==> src/include/rpDrive_macros.svh <==
////////////////////
// RP06 drive register subsystem constants
// Geometry, register selects, function codes, status bits, timing
////////////////////
`ifndef RPDRIVE_MACROS_SVH
`define RPDRIVE_MACROS_SVH

// Geometry, last valid value of each address field
`define RP_LAST_SECTOR   6'd21
`define RP_LAST_TRACK    6'd18
`define RP_LAST_CYL      10'd814

// Register selects
`define RP_SEL_CS1       3'd0
`define RP_SEL_DA        3'd1
`define RP_SEL_DC        3'd2
`define RP_SEL_DS        3'd3
`define RP_SEL_ER1       3'd4
`define RP_SEL_AS        3'd5

// Function codes, command bits 5:1
`define RP_FN_SEEK       5'd2
`define RP_FN_DRVCLR     5'd4
`define RP_FN_OFFSET     5'd6
`define RP_FN_CENTER     5'd7
`define RP_FN_PRESET     5'd8
`define RP_FN_PAKACK     5'd9

// Status bit positions
`define RP_DS_ATA        15
`define RP_DS_ERR        14
`define RP_DS_PIP        13
`define RP_DS_MOL        12
`define RP_DS_WRL        11
`define RP_DS_LST        10
`define RP_DS_DPR        8
`define RP_DS_DRY        7
`define RP_DS_VV         6
`define RP_DS_OM         0

// Error register 1, invalid address
`define RP_ER1_IAE       10

// Command timing in clock cycles
`define RP_SEEK_CYCLES   20
`define RP_OFFSET_CYCLES 6

`endif

==> src/hw/rpPkg.sv <==
////////////////////
// RP06 drive types
// Register field vectors and the drive command state encoding
////////////////////
package rpPkg;

   ////////////////////
   // Register fields
   ////////////////////

   // Full register word as seen by the host
   typedef logic [15:0] rpWord_t;

   // Disk address fields
   typedef logic [5:0]  rpSector_t;
   typedef logic [5:0]  rpTrack_t;

   // Desired cylinder field
   typedef logic [9:0]  rpCyl_t;

   // Host register select
   typedef logic [2:0]  rpRegSel_t;

   // Command function code, CS1 bits 5:1
   typedef logic [4:0]  rpFunc_t;

   ////////////////////
   // Drive FSM
   ////////////////////

   // SEEKREQ waits for the positioner, SEEKDLY runs the seek delay
   typedef enum logic [3:0]
   {
      IDLE,
      CLEAR,
      PRESET,
      PAKACK,
      SEEKREQ,
      SEEKDLY,
      OFFSET,
      CENTER,
      ATA
   } rpState_t;

endpackage

==> src/hw/rpRegIf.sv <==
////////////////////
// Register access path between the bus decoder and one drive
////////////////////
`timescale 1ns/1ps

interface rpRegIf;
   import rpPkg::*;

   // Write strobe, one cycle
   logic      wr;
   // Register select, shared by reads and writes
   rpRegSel_t sel;
   rpWord_t   wrData;
   // Attention clear pulse from an AS write
   logic      ataClr;
   // Read data for the current select
   rpWord_t   rdData;
   // Attention level of the drive
   logic      ata;

   // Bus decoder side
   modport bus
   (
      output wr, sel, wrData, ataClr,
      input  rdData, ata
   );

   // Drive side
   modport drive
   (
      input  wr, sel, wrData, ataClr,
      output rdData, ata
   );

endinterface

==> src/hw/rpMediaIf.sv <==
////////////////////
// Positioner request and grant between one drive and the arbiter
////////////////////
`timescale 1ns/1ps

interface rpMediaIf;
   import rpPkg::*;

   // Held high from request until done
   logic   req;
   // Target cylinder of the seek
   rpCyl_t cyl;
   // Positioner owned by this drive
   logic   gnt;
   // End of seek delay, one cycle
   logic   done;

   // Drive side
   modport drive
   (
      output req, cyl,
      input  gnt, done
   );

   // Arbiter side
   modport arb
   (
      input  req, cyl,
      output gnt, done
   );

endinterface

==> src/hw/rpStatus.sv <==
////////////////////
// RP06 drive status word
// Holds ATA, VV and OM and builds the 16-bit DS register
////////////////////
`timescale 1ns/1ps
`include "rpDrive_macros.svh"

module rpStatus
(
   input  logic            clk,
   input  logic            rst,
   input  logic            clr,
   input  logic            ataClr,
   input  rpPkg::rpState_t state,
   input  logic            cd,
   input  logic            wp,
   input  rpPkg::rpWord_t  da,
   input  rpPkg::rpWord_t  dc,
   input  rpPkg::rpWord_t  er1,
   output rpPkg::rpWord_t  ds
);
   import rpPkg::*;

   logic      ata;
   logic      vv;
   logic      om;
   logic      lst;
   rpSector_t sector;
   rpTrack_t  track;
   rpCyl_t    cyl;

   ////////////////////
   // Status flip-flops
   ////////////////////

   // Attention, set when a command reports completion
   always_ff @(posedge clk or posedge rst)
   begin
      if (rst)
         ata <= 1'b0;
      else if (clr || ataClr || state == CLEAR)
         ata <= 1'b0;
      else if (state == ATA)
         ata <= 1'b1;
   end

   // Volume valid, lost as soon as the media goes away
   always_ff @(posedge clk or posedge rst)
   begin
      if (rst)
         vv <= 1'b0;
      else if (clr)
         vv <= 1'b0;
      else
      begin
         case (state)
            IDLE:    vv <= vv & cd;
            PRESET:  vv <= cd;
            PAKACK:  vv <= cd;
            default: vv <= vv;
         endcase
      end
   end

   // Offset mode
   always_ff @(posedge clk or posedge rst)
   begin
      if (rst)
         om <= 1'b0;
      else if (clr)
         om <= 1'b0;
      else if (state == OFFSET)
         om <= 1'b1;
      else if (state == CENTER)
         om <= 1'b0;
   end

   ////////////////////
   // Status word
   ////////////////////

   // Address fields, track sits in DA bits 13:8
   assign sector = da[5:0];
   assign track  = da[13:8];
   assign cyl    = dc[9:0];
   assign lst    = sector == `RP_LAST_SECTOR && track == `RP_LAST_TRACK &&
                   cyl == `RP_LAST_CYL;

   always_comb
   begin
      // PGM and bits 5:1 stay zero
      ds = '0;
      ds[`RP_DS_ATA] = ata;
      ds[`RP_DS_ERR] = er1 != '0;
      ds[`RP_DS_PIP] = state == SEEKREQ || state == SEEKDLY;
      ds[`RP_DS_MOL] = cd;
      ds[`RP_DS_WRL] = wp;
      ds[`RP_DS_LST] = lst;
      ds[`RP_DS_DPR] = 1'b1;
      ds[`RP_DS_DRY] = state == IDLE;
      ds[`RP_DS_VV]  = vv;
      ds[`RP_DS_OM]  = om;
   end

   // Ready and positioning are exclusive phases of the drive
   dryPipExcl: assert property (@(posedge clk) disable iff (rst)
      !(ds[`RP_DS_DRY] && ds[`RP_DS_PIP]));

endmodule

==> src/hw/rpDrive.sv <==
////////////////////
// One RP06 drive
// DA, DC and ER1 registers, command FSM and status word
////////////////////
`timescale 1ns/1ps
`include "rpDrive_macros.svh"

module rpDrive
(
   input  logic    clk,
   input  logic    rst,
   input  logic    cd,
   input  logic    wp,
   rpRegIf.drive   regs,
   rpMediaIf.drive media
);
   import rpPkg::*;

   localparam int DlyW = $clog2(`RP_OFFSET_CYCLES);

   rpState_t        state;
   rpWord_t         da;
   rpWord_t         dc;
   rpWord_t         er1;
   rpWord_t         ds;
   rpFunc_t         func;
   rpFunc_t         wrFunc;
   rpCyl_t          cyl;
   logic [DlyW-1:0] dlyCnt;
   logic            goWr;
   logic            clr;
   logic            badCyl;

   ////////////////////
   // Command decode
   ////////////////////

   // GO accepted only while idle
   assign wrFunc = regs.wrData[5:1];
   assign goWr   = regs.wr && regs.sel == `RP_SEL_CS1 && regs.wrData[0] && state == IDLE;
   // Drive clear pulse at command accept
   assign clr    = goWr && wrFunc == `RP_FN_DRVCLR;
   assign cyl    = dc[9:0];
   assign badCyl = cyl > `RP_LAST_CYL;

   ////////////////////
   // Drive FSM
   ////////////////////

   always_ff @(posedge clk or posedge rst)
   begin
      if (rst)
      begin
         state  <= IDLE;
         dlyCnt <= '0;
      end
      else
      begin
         case (state)
            IDLE:
            begin
               dlyCnt <= '0;
               if (goWr)
               begin
                  case (wrFunc)
                     `RP_FN_DRVCLR: state <= CLEAR;
                     `RP_FN_SEEK:   state <= badCyl ? ATA : SEEKREQ;
                     `RP_FN_OFFSET: state <= OFFSET;
                     `RP_FN_CENTER: state <= CENTER;
                     `RP_FN_PRESET: state <= PRESET;
                     `RP_FN_PAKACK: state <= PAKACK;
                     // Unsupported functions are dropped
                     default:       state <= IDLE;
                  endcase
               end
            end
            // Wait for the shared positioner
            SEEKREQ:
               if (media.gnt)
                  state <= SEEKDLY;
            SEEKDLY:
               if (media.done)
                  state <= ATA;
            // Head offset and return to center
            OFFSET, CENTER:
            begin
               if (dlyCnt == DlyW'(`RP_OFFSET_CYCLES - 1))
                  state <= ATA;
               else
                  dlyCnt <= dlyCnt + 1'b1;
            end
            // CLEAR, PRESET, PAKACK and ATA are single cycle
            default:
               state <= IDLE;
         endcase
      end
   end

   ////////////////////
   // Drive registers
   ////////////////////

   always_ff @(posedge clk or posedge rst)
   begin
      if (rst)
      begin
         da   <= '0;
         dc   <= '0;
         er1  <= '0;
         func <= '0;
      end
      else
      begin
         // Preset zeroes the address registers
         if (state == PRESET)
         begin
            da <= '0;
            dc <= '0;
         end
         else if (regs.wr && regs.sel == `RP_SEL_DA)
            da <= regs.wrData;
         else if (regs.wr && regs.sel == `RP_SEL_DC)
            dc <= regs.wrData;
         // Error register 1
         if (state == CLEAR || state == PRESET)
            er1 <= '0;
         else if (goWr && wrFunc == `RP_FN_SEEK && badCyl)
            er1[`RP_ER1_IAE] <= 1'b1;
         // Last accepted function, read back in CS1
         if (goWr)
            func <= wrFunc;
      end
   end

   // Read mux, GO reads back while busy
   always_comb
   begin
      case (regs.sel)
         `RP_SEL_CS1: regs.rdData = {10'b0, func, state != IDLE};
         `RP_SEL_DA:  regs.rdData = da;
         `RP_SEL_DC:  regs.rdData = dc;
         `RP_SEL_DS:  regs.rdData = ds;
         `RP_SEL_ER1: regs.rdData = er1;
         default:     regs.rdData = '0;
      endcase
   end

   assign regs.ata  = ds[`RP_DS_ATA];
   assign media.req = state == SEEKREQ || state == SEEKDLY;
   assign media.cyl = cyl;

   // Status word
   rpStatus u_rpStatus
   (
      .clk    (clk),
      .rst    (rst),
      .clr    (clr),
      .ataClr (regs.ataClr),
      .state  (state),
      .cd     (cd),
      .wp     (wp),
      .da     (da),
      .dc     (dc),
      .er1    (er1),
      .ds     (ds)
   );

   // Request is held until the positioner reports done
   reqHeld: assert property (@(posedge clk) disable iff (rst)
      $fell(media.req) |-> $past(media.done));

endmodule

==> src/hw/rpMassbus.sv <==
////////////////////
// Register bus decoder
// Routes host writes, muxes read data, owns attention summary
////////////////////
`timescale 1ns/1ps
`include "rpDrive_macros.svh"

module rpMassbus
(
   input  logic              regWr,
   input  logic              regDrive,
   input  rpPkg::rpRegSel_t  regSel,
   input  rpPkg::rpWord_t    regWrData,
   output rpPkg::rpWord_t    regRdData,
   rpRegIf.bus               drv0,
   rpRegIf.bus               drv1
);

   logic selAs;

   // AS is shared by both drives
   assign selAs = regSel == `RP_SEL_AS;

   ////////////////////
   // Write routing
   ////////////////////

   // Per drive register writes
   assign drv0.wr     = regWr && !selAs && !regDrive;
   assign drv1.wr     = regWr && !selAs && regDrive;
   assign drv0.sel    = regSel;
   assign drv1.sel    = regSel;
   assign drv0.wrData = regWrData;
   assign drv1.wrData = regWrData;

   // AS write clears attention, one bit per drive
   assign drv0.ataClr = regWr && selAs && regWrData[0];
   assign drv1.ataClr = regWr && selAs && regWrData[1];

   ////////////////////
   // Read mux
   ////////////////////

   always_comb
   begin
      if (selAs)
         regRdData = {14'b0, drv1.ata, drv0.ata};
      else if (regDrive)
         regRdData = drv1.rdData;
      else
         regRdData = drv0.rdData;
   end

endmodule

==> src/hw/rpPositioner.sv <==
////////////////////
// Shared head positioner
// Round-robin grant between two drives and the seek delay
////////////////////
`timescale 1ns/1ps
`include "rpDrive_macros.svh"

module rpPositioner
(
   input  logic  clk,
   input  logic  rst,
   rpMediaIf.arb m0,
   rpMediaIf.arb m1
);

   localparam int CntW = $clog2(`RP_SEEK_CYCLES);

   logic [1:0]      req;
   logic [1:0]      gnt;
   logic [1:0]      done;
   // Low favors drive 0
   logic            ptr;
   logic [CntW-1:0] cnt;

   assign req = {m1.req, m0.req};

   always_ff @(posedge clk or posedge rst)
   begin
      if (rst)
      begin
         gnt  <= '0;
         done <= '0;
         ptr  <= 1'b0;
         cnt  <= '0;
      end
      else
      begin
         done <= '0;
         if (gnt != 2'b00)
         begin
            // End of seek, release and move past the served drive
            if (cnt == CntW'(`RP_SEEK_CYCLES - 1))
            begin
               done <= gnt;
               gnt  <= '0;
               ptr  <= gnt[0];
               cnt  <= '0;
            end
            else
               cnt <= cnt + 1'b1;
         end
         // No new grant while the served drive still holds req
         else if (done == 2'b00)
         begin
            if (req[0] && (!ptr || !req[1]))
               gnt <= 2'b01;
            else if (req[1])
               gnt <= 2'b10;
         end
      end
   end

   assign m0.gnt  = gnt[0];
   assign m1.gnt  = gnt[1];
   assign m0.done = done[0];
   assign m1.done = done[1];

   // One owner at a time
   gntExcl: assert property (@(posedge clk) disable iff (rst)
      !(gnt[0] && gnt[1]));

   // Drives only ever send a valid cylinder to the heads
   cylValid: assert property (@(posedge clk) disable iff (rst)
      (!gnt[0] || m0.cyl <= `RP_LAST_CYL) && (!gnt[1] || m1.cyl <= `RP_LAST_CYL));

endmodule

==> src/hw/rpDriveTop.sv <==
////////////////////
// Two-drive RP06 register subsystem top level
////////////////////
`timescale 1ns/1ps

module rpDriveTop
(
   input  logic              clk,
   input  logic              rst,
   input  logic              regWr,
   input  logic              regDrive,
   input  rpPkg::rpRegSel_t  regSel,
   input  rpPkg::rpWord_t    regWrData,
   output rpPkg::rpWord_t    regRdData,
   input  logic [1:0]        cd,
   input  logic [1:0]        wp
);

   // Register paths, one per drive
   rpRegIf   regIf0 ();
   rpRegIf   regIf1 ();
   // Positioner paths, one per drive
   rpMediaIf mediaIf0 ();
   rpMediaIf mediaIf1 ();

   rpMassbus u_rpMassbus
   (
      .regWr     (regWr),
      .regDrive  (regDrive),
      .regSel    (regSel),
      .regWrData (regWrData),
      .regRdData (regRdData),
      .drv0      (regIf0.bus),
      .drv1      (regIf1.bus)
   );

   rpDrive u_rpDrive0
   (
      .clk   (clk),
      .rst   (rst),
      .cd    (cd[0]),
      .wp    (wp[0]),
      .regs  (regIf0.drive),
      .media (mediaIf0.drive)
   );

   rpDrive u_rpDrive1
   (
      .clk   (clk),
      .rst   (rst),
      .cd    (cd[1]),
      .wp    (wp[1]),
      .regs  (regIf1.drive),
      .media (mediaIf1.drive)
   );

   // Shared head positioner
   rpPositioner u_rpPositioner
   (
      .clk (clk),
      .rst (rst),
      .m0  (mediaIf0.arb),
      .m1  (mediaIf1.arb)
   );

endmodule

==> config.mk <==
export PLATFORM = sky130hd
export DESIGN_NAME = rpDriveTop
export DESIGN_NICKNAME = d
export VERILOG_FILES = /design/src/hw/rpPkg.sv /design/src/hw/rpRegIf.sv /design/src/hw/rpMediaIf.sv /design/src/hw/rpStatus.sv /design/src/hw/rpDrive.sv /design/src/hw/rpMassbus.sv /design/src/hw/rpPositioner.sv /design/src/hw/rpDriveTop.sv
export VERILOG_INCLUDE_DIRS = /design/src /design/src/include
export SDC_FILE = /design/constraint.sdc
export NUM_CORES = 1
export LEC_CHECK = 0
export ABC_CLOCK_PERIOD_IN_PS = 3360
export BUFFER_PORTS_ARGS = -buffer_cell sky130_fd_sc_hd__clkbuf_2
export CAP_MARGIN = 10
export CORE_MARGIN = 8
export CORE_UTILIZATION = 50
export CTS_CLUSTER_DIAMETER = 150
export DETAILED_ROUTE_END_ITERATION = 8
export GPL_TIMING_DRIVEN = 0
export PLACE_DENSITY = 0.82
export SLEW_MARGIN = 20
export SYNTH_ARGS = -nofsm -noshare
export SYNTH_HDL_FRONTEND = slang
export SYNTH_SLANG_ARGS = --single-unit
==> constraint.sdc <==
create_clock -name clk -period 3.36 [get_ports clk]
set_clock_uncertainty 0.15 [all_clocks]
set_input_delay 0.672 -clock clk [delete_from_list [all_inputs] [get_ports clk]]
set_output_delay 0.672 -clock clk [all_outputs]
set_load 0.02 [all_outputs]
==> summary.md, run 1 <==
| Metric | Value |
|---|---|
| Ys flop type | `dfrtp_1` |
| Reg2reg start | `u_rpDrive1.state[0]` |
| First-pass GRT wire length | `29400 um` |
| Peak VDD IR | `0.451 mV` |
| Compound-Gate Fraction of Synth Area | `0.153` |
| Vias in the first global route | `5557` |
| # port buffers | `42` |
| Worst endpoint required time | `approximately 2.5 ns` |
| Mapped Cells | `646` |
| Routed via count | `5536` |
| Gr usage total | `0.237` |
| Final Non-Filler Cells | `850` |
| Crit path max fanout | `10` |
| Yosys top cell area share | `0.448` |
| Fin nets | `734` |
| Sequential fraction of the synthesis area | `0.448` |
| Net Count, Synth | `678` |
| TritonRoute pass-1 iters | `5` |
| Tightest Pin Transition | `0.815 ns` |
| Worst Setup SP | `regSel[0]` |
| Period minus WS final | `approximately 3.3 ns` |
| Initial antenna violation count | `0` |
| Count of final hold-check violations | `0` |
| Async SR Flop Fraction | `1.00` |
| R2r endpoint | `u_rpDrive1.u_rpStatus.vv` |
| ANT cells | `0` |
| Placed cells | `834` |
| Max-cap violations | `0` |
| Mux cell area share after synthesis | `0.124` |
| Syn_area_per_cell | `9.17 sq um` |
| Number of flops mapped to enable cells by yosys | `0` |
| Pin count of the biggest net entering global routing | `36` |
| Worst Path Arrival | `2.52 ns` |
| Initial core utilization | `0.514` |
| Clock transition at the registers of the reported paths | `around 0.080 ns` |
| Routed wire length | `approximately 18000 um` |
| Cell area after synthesis | `0.00592 sq mm` |
| Final setup viols | `0` |
| Die Ht | `125 um` |
| Placed Area | `0.00638 sq mm` |
| Combinational family with the most area after synthesis | `simple AND/OR/NAND/NOR gates` |
| Final instance area | `between 0.006 and 0.007 sq mm` |
| Clock sink count | `around 110` |
| Via density | `roughly 6.5` |
| Die Width | `125 um` |
| Gr ovfl total | `0` |
| CTS tree | `built` |
| Worst setup EP type | `primary output` |
| Hold_buf cts | `0` |
| RSZ-0062 raised after global routing | `false` |
| Crit-path slowest cell | `buf_2` |
| DRT iter0 DRCs | `604` |
| Post-synthesis xor/xnor area fraction | `0.00444` |
| Routed WL per cell | `21.8 um` |
| Fin Hold WS | `0.190 ns` |
| Core Region | `0.0115 sq mm` |
| Slew HR | `0.456` |
| Crit-path most repeated cell | `clkbuf_2` |
| H-tree depth | `3` |
| CP Class | `in2out` |
| Synth Register Bits | `approximately 110` |
| Total CTS buffers | `9` |
| Clock root cell | `clkbuf_16` |
| Worst setup SP type | `primary input` |
| Critical path capture point | `regRdData[10]` |
| Total leakage power | `2.94 nW` |
| R2R cell count | `7` |
| Cell row count | `39` |
| ANT nets after route | `0` |
| Area leader, netlist | `dfrtp_1` |
| Post-synthesis simple-gate area fraction | `0.215` |
| FMAX | `between 200 and 300 MHz` |
| Status | `complete, no violations` |
| Pwr Density | `529 mW/mm^2` |
| Post-synth cell types | `59` |
| Share of cells above drive strength 1 | `0.173` |
| Slew Viols, Final | `0` |
| Slowest stage delay, CP | `0.32 ns` |
| Worst hold path class | `in2async` |
| Ports | `43` |
| Layout area overhead | `13.6%` |
| Detailed-placement wirelength estimate | `13600 um` |
| Adder-Cell Fraction of Synth Area | `0.0106` |
| CP Cell Sequence | `clkbuf_2 -> clkbuf_2 -> clkbuf_2 -> buf_2 -> nand4_1 -> o221ai_1 -> o2bb2ai_1 -> clkbuf_2` |
| Area contributors post-synth | `dfrtp_1 45%, mux2i_1 7.6%, nor2_1 5.1%` |
| Placer Congestion | `0.974` |
| Crit share post-route | `0.994` |
| Clock insertion delay at the later pin of the skew report | `0.37 ns` |
| Syn. warnings | `0` |
| # DRC | `0` |
| Fillers | `975` |
| Final total power | `3.56 mW` |
| Setup slack, reg-to-reg | `just over 0.9 ns` |
| Max clock buf depth | `2` |
| Die area | `approximately 0.016 sq mm` |
## per-stage QoR
step / utilization / worst slack (ns) / TNS (ns)
4_1_cts: 0.581 / 0.00342 / 0
2_1_floorplan: - / 0.395 / 0
5_1_grt: 0.584 / 0.0242 / 0
6_report: 0.584 / 0.0200 / 0
3_3_place_gp: 0.548 / -0.404 / -4.02
3_5_place_dp: 0.554 / -0.457 / -4.47
## logic make-up after synthesis
logic type | count (synthesis)
fa+ha+maj | 5
mux | 70
xor+xnor | 3
buf+inv | 60
compound gates | 144
flops | 106
simple gates | 258
## cell usage after synthesis (4+ instances only)
library cell,number
a22oi_1,11
nor3_1,10
a211oi_1,5
mux2i_1,45
nand4_1,4
a21oi_1,60
o21ai_0,25
a21o_1,5
dfrtp_1,106
clkbuf_1,35
inv_1,10
nor4b_1,4
o31ai_1,4
nand2b_1,6
buf_2,8
nor2b_1,8
buf_6,4
and3_1,6
nor3b_1,4
nand4b_1,4
nand3_1,39
mux2_2,25
nand2_1,69
nor2_1,81
ha_1,5
a221oi_1,11
nor4_1,4
## how the worst min path moves through the flow
stage,depth (start not counted),endpoint,slack (ns)
final,2,u_rpDrive1.da[0],0.19
after global routing,2,u_rpDrive1.da[0],0.22
after CTS,2,u_rpDrive1.da[0],0.20
after detailed placement,2,u_rpDrive0.func[4],0.34
after global placement,1,u_rpPositioner.ptr,0.32
after floorplan,2,u_rpDrive0.func[4],0.30
## state kept, by name, indices dropped and copies added (netlist names), 4 cells and up
| signal | flops |
|---|---|
| u_rpDrive0.state | 4 |
| u_rpDrive0.dc | 16 |
| u_rpDrive0.da | 16 |
| u_rpDrive1.dc | 16 |
| u_rpDrive1.state | 4 |
| u_rpDrive1.da | 16 |
| u_rpDrive0.func | 5 |
| u_rpPositioner.cnt | 5 |
| u_rpDrive1.func | 5 |
## timing repair
action | in CTS | in global routing
setup endpoints to repair | 16 | 13
setup buffers | 0 | 0
resized for setup | 8 | 12
## power by group
group	internal, mW	total (mW)	switching [mW]
sequential	1.51	1.75	0.242
clock	0.579	1.07	0.495
combinational	0.311	0.728	0.417
total	2.40	3.56	1.15
## cell type report
cell class	count	area (sq um)	area share
timing repair buffer	45	278	0.0413
sequential	106	2650	0.394
multi-input combinational	480	3030	0.451
tap	143	179	0.0266
clock buffer	10	229	0.0340
buffer	50	249	0.0370
clock inverter	6	65.1	0.00967
inverter	10	41.3	0.00614
## layer usage
metal / vias to the layer above / global-route usage / routed length [um]
met5: - / 0 / 0
met4: 0 / 0.116 / 700
met3: 60 / 0.0557 / 1750
met2: 352 / 0.377 / 8620
met1: 2688 / 0.295 / 7420
li1: 2436 / - / -
## worst max-delay path, delay by kind of cell
kind | cells | cell delay (ns)
buf+inv | 5 | 1.27
compound gates | 2 | 0.45
simple gates | 1 | 0.13
## placed cells by master, fill, tap and decap left out, types with 3 or more instances in the layout
cell / count
nor2b_1: 8
a221oi_1: 11
a21o_1: 5
a211oi_1: 5
mux2i_1: 45
a21oi_1: 60
nor4b_1: 4
nor3b_1: 3
o31ai_1: 4
nor2_1: 81
clkbuf_1: 28
buf_6: 4
xor2_1: 3
nand4b_1: 4
mux2_2: 25
nand4_1: 4
ha_1: 5
o21ai_0: 25
nand3_1: 39
nand3b_1: 3
inv_1: 9
a22oi_1: 11
dfrtp_1: 106
nand2b_1: 6
buf_2: 8
nand2_1: 69
clkbuf_16: 9
and3_1: 6
clkbuf_2: 50
a32o_1: 3
nor3_1: 9
Note: power is estimated with default switching activity, not from simulation.
==> run 2: changes to the inputs <==
HOLD_SLACK_MARGIN = 0.15   (was not set)
PLACE_DENSITY = 0.81   (was 0.82)
SYNTH_HIERARCHICAL = 1   (was not set)
==> run 2 against run 1 <==
Effect of this change:
- the flow now finishes with violations (negative setup slack)
- non-clock buffer count up 46
- critical path depth down 2
- core utilization about the same
- critical path type is now reg2out
- highest routed layer unchanged
==> summary.md, run 2 <==
| Metric | Value |
|---|---|
| Pin count of the biggest net entering global routing | `34` |
| Worst setup SP type | `flip-flop` |
| Tightest Pin Transition | `1.05 ns` |
| Slew Viols, Final | `0` |
| Clock insertion delay at the later pin of the skew report | `between 0.3 and 0.4 ns` |
| Placer Congestion | `0.876` |
| Crit path max fanout | `2` |
| TritonRoute pass-1 iters | `5` |
| Share of cells above drive strength 1 | `0.251` |
| Clk pwr share | `0.273` |
| Detailed-placement wirelength estimate | `13500 um` |
| Status | `finished, violations left` |
| Gr usage total | `0.207` |
| Total CTS buffers | `9` |
| Core Region | `approximately 0.013 sq mm` |
| First-pass GRT wire length | `29100 um` |
| NetSw | `1.23 mW` |
| Initial core utilization | `0.514` |
| Gr ovfl total | `0` |
| Die Width | `133 um` |
| Clock sink count | `106` |
| Worst setup EP type | `primary output` |
| P_int | `2.65 mW` |
| Switching Share | `0.317` |
| Failing checks | `negative setup slack` |
| DRT iter0 DRCs | `647` |
| ANT cells | `0` |
| Die area | `0.0177 sq mm` |
| ANT nets after route | `0` |
| FMAX | `289 MHz` |
| Mapped Cells | `760` |
| Cell row count | `42` |
| Layout area overhead | `13.8%` |
| Cell area after synthesis | `a little under 0.007 sq mm` |
| Final setup viols | `1` |
| CP Class | `reg2out` |
| Peak VDD IR | `0.357 mV` |
| # port buffers | `25` |
| CTS tree | `built` |
| Worst hold path class | `reg2reg` |
| Commonest non-fill, non-tap cells in the layout | `147 x nand2_1, 98 x dfrtp_1, 82 x buf_4, 68 x a21oi_1, 47 x nor2_1` |
| Routed WL per cell | `17.8 um` |
| Count of final hold-check violations | `0` |
| Final worst slack | `-0.0991 ns` |
| Clock root cell | `clkbuf_16` |
| # DRC | `0` |
| Clock transition at the registers of the reported paths | `0.07 ns` |
| Pwr Density | `500 mW/mm^2` |
| Routed wire length | `18200 um` |
| Fin nets | `874` |
| Die Ht | `133 um` |
| Slew HR | `0.291` |
| Fin Hold WS | `0.349 ns` |
| Max clock buf depth | `2` |
| Gate power share | `0.269` |
| Final core occ | `0.584` |
| Worst endpoint required time | `2.54 ns` |
| Via density | `5.67` |
| Initial antenna violation count | `0` |
| RSZ-0062 raised after global routing | `true` |
| Worst Path Arrival | `2.64 ns` |
| Period minus WS final | `3.46 ns` |
| H-tree depth | `3` |
| Crit share post-route | `1.03` |
| Syn_area_per_cell | `about 9 sq um` |
| Total leakage power | `3.62 nW` |
| Syn. warnings | `6` |
| Ports | `between 40 and 50` |
| Routed via count | `5798` |
| Vias in the first global route | `5668` |
| Max-cap violations | `0` |
| Most common cell after layout, fill and taps aside | `nand2_1` |
| Sequential Power Share | `0.458` |
-- run 2: path summary, 6_finish.rpt --
kind / from / to / slack, ns / cells after the start
max in group asynchronous: rst / u_rpDrive0/state[1] / 1.73 / 4
worst min-delay path: u_rpPositioner/ptr / u_rpPositioner/ptr / 0.35 / 1
worst min register to register: u_rpPositioner/ptr / u_rpPositioner/ptr / 0.35 / 1
worst max-delay path: u_rpDrive0/state[3] / regRdData[0] / -0.1 / 6
min in group asynchronous: rst / u_rpDrive0/u_rpStatus/ata / 0.65 / 3
worst max register to register: u_rpDrive0/state[0] / u_rpDrive0/u_rpStatus/om / 0.78 / 5
-- run 2: cell type report --
class,instances,area [sq um]
clock buffer,13,270
clock inverter,3,21.3
timing repair buffer,43,298
tap,176,220
sequential,106,2660
buffer,98,656
multi-input combinational,572,3600
fill,1168,5530
inverter,12,45.0
-- run 2: layer usage --
layer  GRT usage  up-vias  routed length (um)
li1            -     2724                   -
met1       0.277     2814                8090
met2       0.316      235                8140
met3      0.0488       25                1580
met4      0.0808        0                 437
met5           0        -                   0
-- run 2: what timing repair did --
action                     in CTS  in global routing
pin swaps                       2                  1
setup endpoints to repair       8                  3
hold endpoints to repair        6                  0
gates resized for setup        19                  3
gates cloned                    0                  0
hold buffers                    1                  0
setup buffers                  14                  1
-- run 2: per-stage QoR --
stage	instances	instance area, sq um	power [mW]	worst slack, ns	TNS [ns]
3_5_place_dp	1001	7360	2.78	-0.409	-1.48
6_report	1023	7770	3.88	-0.0991	-0.0991
5_1_grt	1023	7770	4.06	-0.140	-0.140
2_1_floorplan	798	6970	2.51	0.214	0
4_1_cts	1022	7750	3.87	-0.107	-0.107
3_3_place_gp	999	7320	2.73	-0.418	-1.48
-- run 2: worst max-delay path: stages, from the launching register on --
cell and delay, ns:
dfrtp_2 0.41, or4_4 0.55, mux4_2 0.47, and2_4 0.17, mux2_4 0.26, mux2_4 0.29
buf_8 0.13
-- run 2: power by group through the flow --
stage	Sequential, mW	Combinational (mW)	Clock [mW]
2_1_floorplan	1.72	0.787	0
3_3_place_gp	1.78	0.944	0
3_5_place_dp	1.80	0.981	0
4_1_cts	1.77	1.03	1.07
5_1_grt	1.81	1.15	1.11
6_report	1.78	1.05	1.06
